==> src/verilog/bus_pkg.sv <==
`default_nettype none

package bus_pkg;

	// Data path word
	localparam int WORD_W = 32;

	typedef logic [WORD_W-1:0] word_t;

	// Byte lanes per word
	localparam int SEL_W = WORD_W / 8;

	// Word access on every transfer
	localparam logic [SEL_W-1:0] SEL_ALL = '1;

endpackage

`default_nettype wire

==> src/verilog/isa_pkg.sv <==
`default_nettype none

package isa_pkg;

	localparam int OPC_W = 5;
	localparam int REG_IDX_W = 4;
	localparam int IMM_W = 19;

	typedef logic [REG_IDX_W-1:0] reg_idx_t;

	// Opcodes in bits 31:27
	localparam logic [OPC_W-1:0] OP_LD = 5'd0;
	localparam logic [OPC_W-1:0] OP_LDI = 5'd1;
	localparam logic [OPC_W-1:0] OP_ST = 5'd2;
	localparam logic [OPC_W-1:0] OP_ADD = 5'd3;

	// ld, ldi, st
	typedef struct packed {
		logic [OPC_W-1:0] opcode;
		reg_idx_t ra;
		reg_idx_t rb;
		logic [IMM_W-1:0] imm;
	} mem_fmt_t;

	// add, rc sits in the top of the constant field
	typedef struct packed {
		logic [OPC_W-1:0] opcode;
		reg_idx_t ra;
		reg_idx_t rb;
		reg_idx_t rc;
		logic [IMM_W-REG_IDX_W-1:0] unused;
	} reg_fmt_t;

	typedef union packed {
		mem_fmt_t mem_fmt;
		reg_fmt_t reg_fmt;
	} instr_u;

	typedef enum logic [2:0] {
		CLS_NOP, CLS_LOAD, CLS_LOAD_IMM, CLS_STORE, CLS_ADD
	} op_class_e;

endpackage

`default_nettype wire

==> src/verilog/register_file.sv <==
`timescale 1ns/1ps
`default_nettype none

module register_file (
	input wire clk,
	input wire rst_n,
	input wire we,
	input wire isa_pkg::reg_idx_t waddr,
	input wire isa_pkg::reg_idx_t raddr_a,
	input wire isa_pkg::reg_idx_t raddr_b,
	input wire bus_pkg::word_t wdata,
	output bus_pkg::word_t rd_a,
	output bus_pkg::word_t rd_b
);

	localparam int NUM_REGS = 2 ** isa_pkg::REG_IDX_W;

	bus_pkg::word_t regs [NUM_REGS];

	always_ff @(posedge clk or negedge rst_n) begin
		if (!rst_n) begin
			for (int i = 0; i < NUM_REGS; i++)
				regs[i] <= '0;
		end else if (we) begin
			regs[waddr] <= wdata;
		end
	end

	// Reads see the old value during a write cycle
	assign rd_a = regs[raddr_a];
	assign rd_b = regs[raddr_b];

endmodule

`default_nettype wire

==> src/verilog/execute_unit.sv <==
`timescale 1ns/1ps
`default_nettype none

module execute_unit (
	input wire clk,
	input wire rst_n,
	input wire z_load,
	input wire base_zero,
	input wire use_imm,
	input wire bus_pkg::word_t rd_a,
	input wire bus_pkg::word_t rd_b,
	input wire bus_pkg::word_t imm,
	output bus_pkg::word_t z
);

	bus_pkg::word_t op_a;
	bus_pkg::word_t op_b;
	bus_pkg::word_t sum;

	// Base register or zero
	assign op_a = base_zero ? '0 : rd_a;

	// Constant for memory formats, Rc for add
	assign op_b = use_imm ? imm : rd_b;

	assign sum = op_a + op_b; // Carry out dropped

	always_ff @(posedge clk or negedge rst_n) begin
		if (!rst_n)
			z <= '0;
		else if (z_load)
			z <= sum;
	end

endmodule

`default_nettype wire

==> src/verilog/instr_decode.sv <==
`timescale 1ns/1ps
`default_nettype none

module instr_decode (
	input wire clk,
	input wire rst_n,
	input wire ir_load,
	input wire bus_pkg::word_t instr,
	output isa_pkg::op_class_e op_class,
	output isa_pkg::reg_idx_t ra,
	output isa_pkg::reg_idx_t rb,
	output isa_pkg::reg_idx_t rc, // Second read port index
	output bus_pkg::word_t imm,
	output logic base_zero,
	output logic use_imm
);

	isa_pkg::instr_u ir;
	logic is_add;
	logic is_mem;

	always_ff @(posedge clk or negedge rst_n) begin
		if (!rst_n)
			ir <= '0;
		else if (ir_load)
			ir <= instr;
	end

	always_comb begin
		case (ir.mem_fmt.opcode)
			isa_pkg::OP_LD: op_class = isa_pkg::CLS_LOAD;
			isa_pkg::OP_LDI: op_class = isa_pkg::CLS_LOAD_IMM;
			isa_pkg::OP_ST: op_class = isa_pkg::CLS_STORE;
			isa_pkg::OP_ADD: op_class = isa_pkg::CLS_ADD;
			default: op_class = isa_pkg::CLS_NOP; // Unknown opcodes fall through
		endcase
	end

	assign is_add = (op_class == isa_pkg::CLS_ADD);
	assign is_mem = (op_class == isa_pkg::CLS_LOAD) || (op_class == isa_pkg::CLS_LOAD_IMM) ||
		(op_class == isa_pkg::CLS_STORE);

	// Ra and Rb sit at the same bits in both formats
	assign ra = ir.mem_fmt.ra;
	assign rb = ir.mem_fmt.rb;
	assign rc = is_add ? ir.reg_fmt.rc : ra; // Ra feeds the store data

	// Sign extend the 19-bit constant
	assign imm = {{(bus_pkg::WORD_W - isa_pkg::IMM_W){ir.mem_fmt.imm[isa_pkg::IMM_W-1]}},
		ir.mem_fmt.imm};

	assign base_zero = is_mem && (ir.mem_fmt.rb == '0); // R0 as base means no base
	assign use_imm = is_mem;

	// An unknown opcode would otherwise decode silently as a no-op
	a_class_known: assert property (@(posedge clk) disable iff (!rst_n)
		!$isunknown(ir.mem_fmt.opcode));

endmodule

`default_nettype wire

==> src/verilog/step_sequencer.sv <==
`timescale 1ns/1ps
`default_nettype none

module step_sequencer #(
	parameter int ADDR_W = 9,
	parameter logic [ADDR_W-1:0] RESET_PC = '0
) (
	input wire clk,
	input wire rst_n,
	input wire isa_pkg::op_class_e op_class,
	input wire bus_pkg::word_t z,
	input wire bus_pkg::word_t store_data,
	output logic wb_cyc,
	output logic wb_stb,
	output logic wb_we,
	output logic [ADDR_W-1:0] wb_adr,
	output bus_pkg::word_t wb_dat_o,
	output logic [3:0] wb_sel,
	input wire bus_pkg::word_t wb_dat_i,
	input wire wb_ack,
	output logic ir_load,
	output logic z_load,
	output logic rf_we,
	output bus_pkg::word_t rf_wdata
);

	typedef enum logic [2:0] {
		FETCH, DECODE, EXECUTE, MEMORY, WRITEBACK
	} state_e;

	state_e state;
	state_e state_nxt;
	logic [ADDR_W-1:0] pc;
	bus_pkg::word_t mdr;
	logic req; // Transfer outstanding on the bus
	logic bus_done;
	logic bus_start;
	logic mem_op;

	assign mem_op = (op_class == isa_pkg::CLS_LOAD) || (op_class == isa_pkg::CLS_STORE);
	assign bus_done = req && wb_ack;

	// Request goes up on the edge that enters FETCH or MEMORY.
	// FETCH without a request only happens right after reset.
	assign bus_start = (state == WRITEBACK) || (state == EXECUTE && mem_op) ||
		(state == FETCH && !req);

	always_comb begin
		state_nxt = state;
		case (state)
			FETCH: if (bus_done) state_nxt = DECODE;
			DECODE: state_nxt = EXECUTE;
			EXECUTE: state_nxt = mem_op ? MEMORY : WRITEBACK;
			MEMORY: if (bus_done) state_nxt = WRITEBACK;
			WRITEBACK: state_nxt = FETCH;
			default: state_nxt = FETCH;
		endcase
	end

	always_ff @(posedge clk or negedge rst_n) begin
		if (!rst_n) begin
			state <= FETCH;
			req <= 1'b0;
		end else begin
			state <= state_nxt;
			if (bus_done)
				req <= 1'b0;
			else if (bus_start)
				req <= 1'b1;
		end
	end

	always_ff @(posedge clk or negedge rst_n) begin
		if (!rst_n) begin
			pc <= RESET_PC;
			mdr <= '0;
		end else begin
			if (state == FETCH && bus_done)
				pc <= pc + 1'b1; // Next word
			if (state == MEMORY && bus_done && op_class == isa_pkg::CLS_LOAD)
				mdr <= wb_dat_i;
		end
	end

	// Wishbone master side
	assign wb_cyc = req;
	assign wb_stb = req;
	assign wb_we = (state == MEMORY) && (op_class == isa_pkg::CLS_STORE);
	assign wb_adr = (state == MEMORY) ? z[ADDR_W-1:0] : pc;
	assign wb_dat_o = store_data;
	assign wb_sel = bus_pkg::SEL_ALL;

	// Datapath strobes
	assign ir_load = (state == FETCH) && bus_done;
	assign z_load = (state == EXECUTE);
	assign rf_we = (state == WRITEBACK) && ((op_class == isa_pkg::CLS_LOAD) ||
		(op_class == isa_pkg::CLS_LOAD_IMM) || (op_class == isa_pkg::CLS_ADD));
	assign rf_wdata = (op_class == isa_pkg::CLS_LOAD) ? mdr : z;

	// Bus only active in the two transfer steps
	a_stb_cyc: assert property (@(posedge clk) disable iff (!rst_n)
		wb_stb |-> wb_cyc && (state == FETCH || state == MEMORY));

	// Address, direction and strobe hold through wait states
	a_adr_hold: assert property (@(posedge clk) disable iff (!rst_n)
		wb_stb && !wb_ack |=> wb_stb && $stable(wb_adr) && $stable(wb_we));

endmodule

`default_nettype wire

==> src/verilog/cpu_core.sv <==
`timescale 1ns/1ps
`default_nettype none

module cpu_core #(
	parameter int ADDR_W = 9,
	parameter logic [ADDR_W-1:0] RESET_PC = '0
) (
	input wire clk,
	input wire rst_n,
	output logic wb_cyc,
	output logic wb_stb,
	output logic wb_we,
	output logic [ADDR_W-1:0] wb_adr,
	output bus_pkg::word_t wb_dat_o,
	output logic [3:0] wb_sel,
	input wire bus_pkg::word_t wb_dat_i,
	input wire wb_ack
);

	isa_pkg::op_class_e op_class;
	isa_pkg::reg_idx_t ra;
	isa_pkg::reg_idx_t rb;
	isa_pkg::reg_idx_t rc;
	bus_pkg::word_t imm;
	bus_pkg::word_t rd_a;
	bus_pkg::word_t rd_b;
	bus_pkg::word_t z;
	bus_pkg::word_t rf_wdata;
	logic ir_load;
	logic z_load;
	logic rf_we;
	logic base_zero;
	logic use_imm;

	step_sequencer #(
		.ADDR_W(ADDR_W),
		.RESET_PC(RESET_PC)
	) u_seq (
		.clk(clk),
		.rst_n(rst_n),
		.op_class(op_class),
		.z(z),
		.store_data(rd_b), // Ra comes out of the second read port
		.wb_cyc(wb_cyc),
		.wb_stb(wb_stb),
		.wb_we(wb_we),
		.wb_adr(wb_adr),
		.wb_dat_o(wb_dat_o),
		.wb_sel(wb_sel),
		.wb_dat_i(wb_dat_i),
		.wb_ack(wb_ack),
		.ir_load(ir_load),
		.z_load(z_load),
		.rf_we(rf_we),
		.rf_wdata(rf_wdata)
	);

	instr_decode u_dec (
		.clk(clk),
		.rst_n(rst_n),
		.ir_load(ir_load),
		.instr(wb_dat_i),
		.op_class(op_class),
		.ra(ra),
		.rb(rb),
		.rc(rc),
		.imm(imm),
		.base_zero(base_zero),
		.use_imm(use_imm)
	);

	register_file u_rf (
		.clk(clk),
		.rst_n(rst_n),
		.we(rf_we),
		.waddr(ra),
		.raddr_a(rb),
		.raddr_b(rc),
		.wdata(rf_wdata),
		.rd_a(rd_a),
		.rd_b(rd_b)
	);

	execute_unit u_exe (
		.clk(clk),
		.rst_n(rst_n),
		.z_load(z_load),
		.base_zero(base_zero),
		.use_imm(use_imm),
		.rd_a(rd_a),
		.rd_b(rd_b),
		.imm(imm),
		.z(z)
	);

endmodule

`default_nettype wire

==> config.mk <==
export PLATFORM = sky130hd
export DESIGN_NAME = cpu_core
export DESIGN_NICKNAME = d
export VERILOG_FILES = /design/src/verilog/bus_pkg.sv /design/src/verilog/isa_pkg.sv /design/src/verilog/register_file.sv /design/src/verilog/execute_unit.sv /design/src/verilog/instr_decode.sv /design/src/verilog/step_sequencer.sv /design/src/verilog/cpu_core.sv
export SDC_FILE = /design/constraint.sdc
export NUM_CORES = 2
export LEC_CHECK = 0
export ABC_AREA = 1
export BUFFER_PORTS_ARGS = -buffer_cell sky130_fd_sc_hd__buf_2
export CAP_MARGIN = 20
export CORE_MARGIN = 4
export CORE_UTILIZATION = 60
export CTS_BUF_LIST = sky130_fd_sc_hd__clkbuf_16
export CTS_CLUSTER_DIAMETER = 150
export CTS_CLUSTER_SIZE = 8
export DETAILED_ROUTE_END_ITERATION = 10
export PLACE_DENSITY_LB_ADDON = 0.12
export SLEW_MARGIN = 25
export SYNTH_ARGS = -nofsm -noshare
export SYNTH_HDL_FRONTEND = slang
export SYNTH_HIERARCHICAL = 1
export SYNTH_SLANG_ARGS = --single-unit
==> constraint.sdc <==
create_clock -name clk -period 3.8 [get_ports clk]
set_input_delay 0.19 -clock clk [delete_from_list [all_inputs] [get_ports clk]]
set_output_delay 0.19 -clock clk [all_outputs]
set_load 0.05 [all_outputs]
# Word-level counts from Yosys, hierarchy flattened
# Index checks and enable logic that the tools add are counted.
# op_classes
n_eq_ne	13
n_bitwise	3
reduce_logical	22
n_lt_le_gt_ge	4
n_addsub	2
mux	21
# ops
cell	count
$bwmux 512	1
$bmux 32 s4	2
$mux 32	8
$demux 32 s4	1
$add 32x32->32	1
$pmux 3 s4	2
$ge 5x5->1 const B	3
$not 4->5	3
$eq 3x2->1 const B	4
$eq 5x2->1 const B	2
$logic_and 1x1->1	10
$add 9x1->9 const B	1
$mux 3	3
$mux 9	1
$eq 3x1->1 const B	2
$eq 3x3->1 const B	2
$logic_or 1x1->1	6
$eq 5x1->1 const B	1
$logic_not 5->1	1
$lt 5x1->1 const B	1
$logic_not 4->1	1
$mux 4	1
$ne 2x1->1 const B	2
$logic_not 3->1	1
4 further kinds	5
# totals
reg_bits	621
output_inout_bits	48
word_cells	87
input_bits	35

# Logic depth before layout (Yosys ltp)
# depth
ltp_word	10
depth_mapped	29
mapped_depth_nobuf	26

# Hierarchy
# The synthesis kept the hierarchy.
# by_module_without_submodules
mod	cells_per_inst	instances	area_per_inst_um2
register_file	4412	1	29558.3
execute_unit	713	1	4150.2
step_sequencer	400	1	2801.4
instr_decode	146	1	1629.1

# Worst setup path before layout
# OpenSTA, ideal clock, no wires.
# synth_path
path_type	flip-flop to flip-flop
from	register u_dec/ir[30] (netlist name)
to	register u_exe.z[16]
arrival_ns	3.355
required_ns	3.734
stages_incl_launch_ff	24
period_less_slack_ns	3.420
slack_ns	0.380
setup_time_ns	0.066
path_cell_list	dfrtp_1 -> nor2_4 -> nand3_1 -> nand2_1 -> nand2_1 -> buf_2 -> inv_1 -> buf_2 -> buf_2 -> nand2_1 -> nand3_1 -> nand3_1 -> nand3_1 -> nand2_1 -> mux2_2 -> ha_1 -> fa_1 -> nand3_1 -> nand3_1 -> a21oi_1 -> nor2_1 -> o21ai_0 -> nand3_1 -> nand2_1
# synth_via
elab_chain_len	10
elab_cells_between_ends	20
# synth_lines
item	line_no	text
start, declared	instr_decode.sv:18	isa_pkg::instr_u ir;
start signal, assigned	instr_decode.sv:26	ir <= instr;
$eq 5x2->1 (tied with other cells)	instr_decode.sv:30	case (ir.mem_fmt.opcode)
$pmux 3 s4 (*)	instr_decode.sv:30	
$eq 3x3->1 (*)	instr_decode.sv:39	assign is_add = (op_class == isa_pkg::CLS_ADD);
$mux 4 (*)	instr_decode.sv:46	assign rc = is_add ? ir.reg_fmt.rc : ra;
named net rc[0]	cpu_core.sv:23	isa_pkg::reg_idx_t rc;
$not 4->5 (not written as such) (*)	register_file.sv:31	assign rd_b = regs[raddr_b];
$bmux 32 s4 (*)	register_file.sv:31	
$mux 32 (not written as such) (*) (2 in a row)	register_file.sv:31	
named net rd_b[0]	cpu_core.sv:26	bus_pkg::word_t rd_b;
$mux 32 (*)	execute_unit.sv:24	assign op_b = use_imm ? imm : rd_b;
$add 32x32->32 (*)	execute_unit.sv:26	assign sum = op_a + op_b;
end signal, assigned	execute_unit.sv:32	z <= sum;
end, declared	execute_unit.sv:13	output bus_pkg::word_t z
# Mark *: on every way through the listed nets, which the timed path passes. The rest lies on a longest branch. The select of a mux whose other input is x is not followed.
# A chain may end at the register's enable or synchronous reset.

# Final worst setup path
# layout_path
from	register u_dec/ir[29] (netlist name)
to	register u_exe.z[30]
# layout_via
elab_chain_len	10
elab_cells_between_ends	20
# layout_lines
item	line_no
$eq 5x2->1 (tied with other cells)	instr_decode.sv:30
$pmux 3 s4 (*)	instr_decode.sv:30
$eq 3x3->1 (*)	instr_decode.sv:39
$mux 4 (*)	instr_decode.sv:46
named net rc[0]	cpu_core.sv:23
$not 4->5 (not written as such) (*)	register_file.sv:31
$bmux 32 s4 (*)	register_file.sv:31
$mux 32 (not written as such) (*) (2 in a row)	register_file.sv:31
$mux 32 (*)	execute_unit.sv:24
$add 32x32->32 (*)	execute_unit.sv:26
# Marks and branches as above.

==> out/results.ini <==
[clocking]
clk_latency_ps = 650
cts_tree = done
number_of_buffers_inserted_during_clock_tree_synthesis = 87
clock_slew_at_reported_path_ffs_ps = 60
cts-htree-levels = 3
cts_root_buffer = clkbuf_16
clock_sink_count = 621
ctsLongestPathBuffers = 3

[yosys]
number_of_enable_flip_flop_cells_after_synthesis = 0
netlist-cell-type-count = 38
ys_dominant_reg_cell = dfrtp_1
synth_area_per_cell_um2 = 6.73
post_synth_instance_area_mm2 = 0.0381
synthesis.instances = 5671
synth-seq-area-share_pct = 40.7
postSynthRegisterBits = 621
synth-warning-count = 6
synthArstFlopShare_pct = 100

[layout]
ratio_of_cells_with_drive_above_1_in_the_final_layout_pct = 10.3
final_common_cell = nand2_1
fin_util_pct = 68.9
commonest_cells_after_routing_fill_and_taps_aside = nand2_1, nand3_1, inv_1, dfrtp_1, o21ai_0
nNetsFinal = 5774
area.growth.synth_to_final_pct = 13.7
insertedDiodeCount = 0

[sta]
grt_setup_unrepaired = true
report.final.setup_viol = 0
post-route-worst-setup-slack_ps = 143
worstMarginPinSlew_ps = 910
timing.setup.tns_ps = 0
slew-limit-headroom_pct = 38.7
worst_clock_skew_ps = 22.7
hold_viol = 0
minimum_period_implied_by_the_final_worst_setup_slack_ps = 3660
period_share_pct = 96.2
slew_violations = 0
achievable_clock_frequency_ghz = 0.273

[detailed_routing]
drt-vias-per-instance = 5.87
drt_pass_1_iters = 8
num_vias = 38532
antenna_left = 0
dr.first_iter.drc_count = 5155
drt_drc_violations_left = 0
wl_per_cell_um = 20.7
finalWirelength_um = 136000

[die]
core_area_mm2 = 0.0630
die_width_um = 260
placement_rows = 92
dieArea_mm2 = 0.0677
die_y_um = 260
initial_utilization_pct = 60.6
floorplan.io_pins = 83

[grt]
globalRouteOverflowTotal = 0
antenna_found_initial = 1
number_of_global_route_vias_before_repair = 36115
grt_max_degree = 89
globalRouteTotalUtil_pct = 39.5
global_route_wire_length_before_repair_um = 208000

[place]
dp_worst_setup_slack_ps = -34.1
gp_routability_congestion = 0.967
numPortBuffers = 78
dpl.hpwl_um = 83700

[job]
drv_cap = 0

[worst_setup_path]
critPathMaxFanout = 21
worstSetupPathType = flop to flop
critPathRequiredTime_ps = 4330
crit_arrival_ps = 4190
reg2reg_depth = 24
cp-end-kind = flop
start_kind = flop

[worst_hold_path]
hold_path_class = primary input to async pin

[power_and_ir_drop]
static-leakage-power_nw = 22.4
irDropWorstVdd_uv = 640
power_per_cell_area_mw_per_mm2 = 1100
total_power_mw = 47.8

[status]
outcome = completed

critical path: stages (launching register included):
cell and delay (ps):
dfrtp_1 400, nor2_4 150, nand3_2 120, nand2_2 90, nand2_4 140, clkinv_8 140
buf_16 180, buf_12 180, nand2_1 80, nand3_1 70, nand3_1 70, nand3_1 80
nand2_1 110, mux2_2 310, ha_2 390, nand2_1 130, nor2_2 190, and2_1 140
nand2_1 60, nand2_2 140, nand2_1 80, nand2_1 70, nand2_1 50, nand3_1 70
nand2_1 50
metal layers:
metal | up-vias | routed length (um) | track usage, %
met3 | 547 | 14500 | 6.46
met1 | 17807 | 52500 | 52.6
met2 | 2433 | 59100 | 60.7
li1 | 17745 | - | -
met4 | 0 | 9790 | 24.1
met5 | - | 0 | 0
power breakdown:
group	switching (mW)	internal, mW	total [mW]
Combinational	20.9	11.1	32.0
Sequential	0.793	7.96	8.75
Clock	2.90	4.11	7.01
Total	24.6	23.2	47.8
synthesized netlist by cell type, types with 7 or more instances:
library cell,instances,area (um2)
mux2_2,56,631
nand2_2,12,75.1
buf_6,7,78.8
nand4_1,8,50.1
o21ai_1,25,125
xnor2_1,15,131
buf_4,100,751
o21ai_0,533,2670
buf_2,138,691
a21oi_1,25,125
nor2_4,11,124
nand3_2,8,80.1
clkbuf_1,135,507
ha_1,32,400
nand2_1,2070,7770
dfrtp_1,621,15500
nor2_1,84,315
nand3_1,983,4920
buf_1,38,143
inv_1,728,2730
nor2_2,7,43.8
cells by family (layout without fill, tap and decap cells):
group	count (synthesis)	count (layout)	synth area share, %
other	1	4	0.00983
AOI/OAI and AO/OA	588	588	7.75
muxes	56	56	1.65
adders and majority gates	33	33	1.10
buffers and inverters	1156	1195	13.0
DFF	621	621	40.7
xor gates and xnor gates	17	17	0.390
and+or+nand+nor	3199	3199	35.4
sequential cells by signal, indices dropped and copies added (netlist names):
register,flops
u_seq/mdr,32
u_rf/regs,512
u_seq/wb_cyc,1
u_seq/state,3
u_seq/pc,9
u_exe/z,32
u_dec/ir,32
per-stage QoR:
stage | instance area [um2] | hold WS (ps) | std cells
floorplan | 38200 | -106 | 5674
global placement | 40100 | 261 | 6406
detailed placement | 40100 | 264 | 6406
CTS | 42800 | 184 | 6536
global route | 43400 | 223 | 6559
finish | 43400 | 173 | 6559
area by class of cell:
cell class / count / area (um2)
Inverter: 735 / 2800
Tap cell: 846 / 1060
Multi-Input combinational cell: 3897 / 18000
Sequential cell: 621 / 15600
Fill cell: 5368 / 19600
Clock buffer: 89 / 2230
Timing Repair Buffer: 364 / 3690
Clock inverter: 7 / 90.1
path summary, 6_finish.rpt:
check	startpoint	to	slack, ps
setup / recovery	u_dec/ir[29]	u_exe/z[30]	140
hold / removal	rst_n	u_rf/regs[212]	170
setup reg to reg	u_dec/ir[29]	u_exe/z[30]	140
hold reg to reg	u_seq/mdr[30]	u_seq/mdr[30]	470
max in group asynchronous	rst_n	u_rf/regs[223]	2610
min in group clk	wb_dat_i[22]	u_dec/ir[22]	330
timing repair:
action,in CTS,in global routing
gates cloned,0,7
buffers inserted,0,17
resized for setup,2,65
hold buffers,34,0
pin swaps,0,5
setup endpoints to repair,3,25
endpoints found under the hold margin,143,0
(Power assumes the default switching activity.)
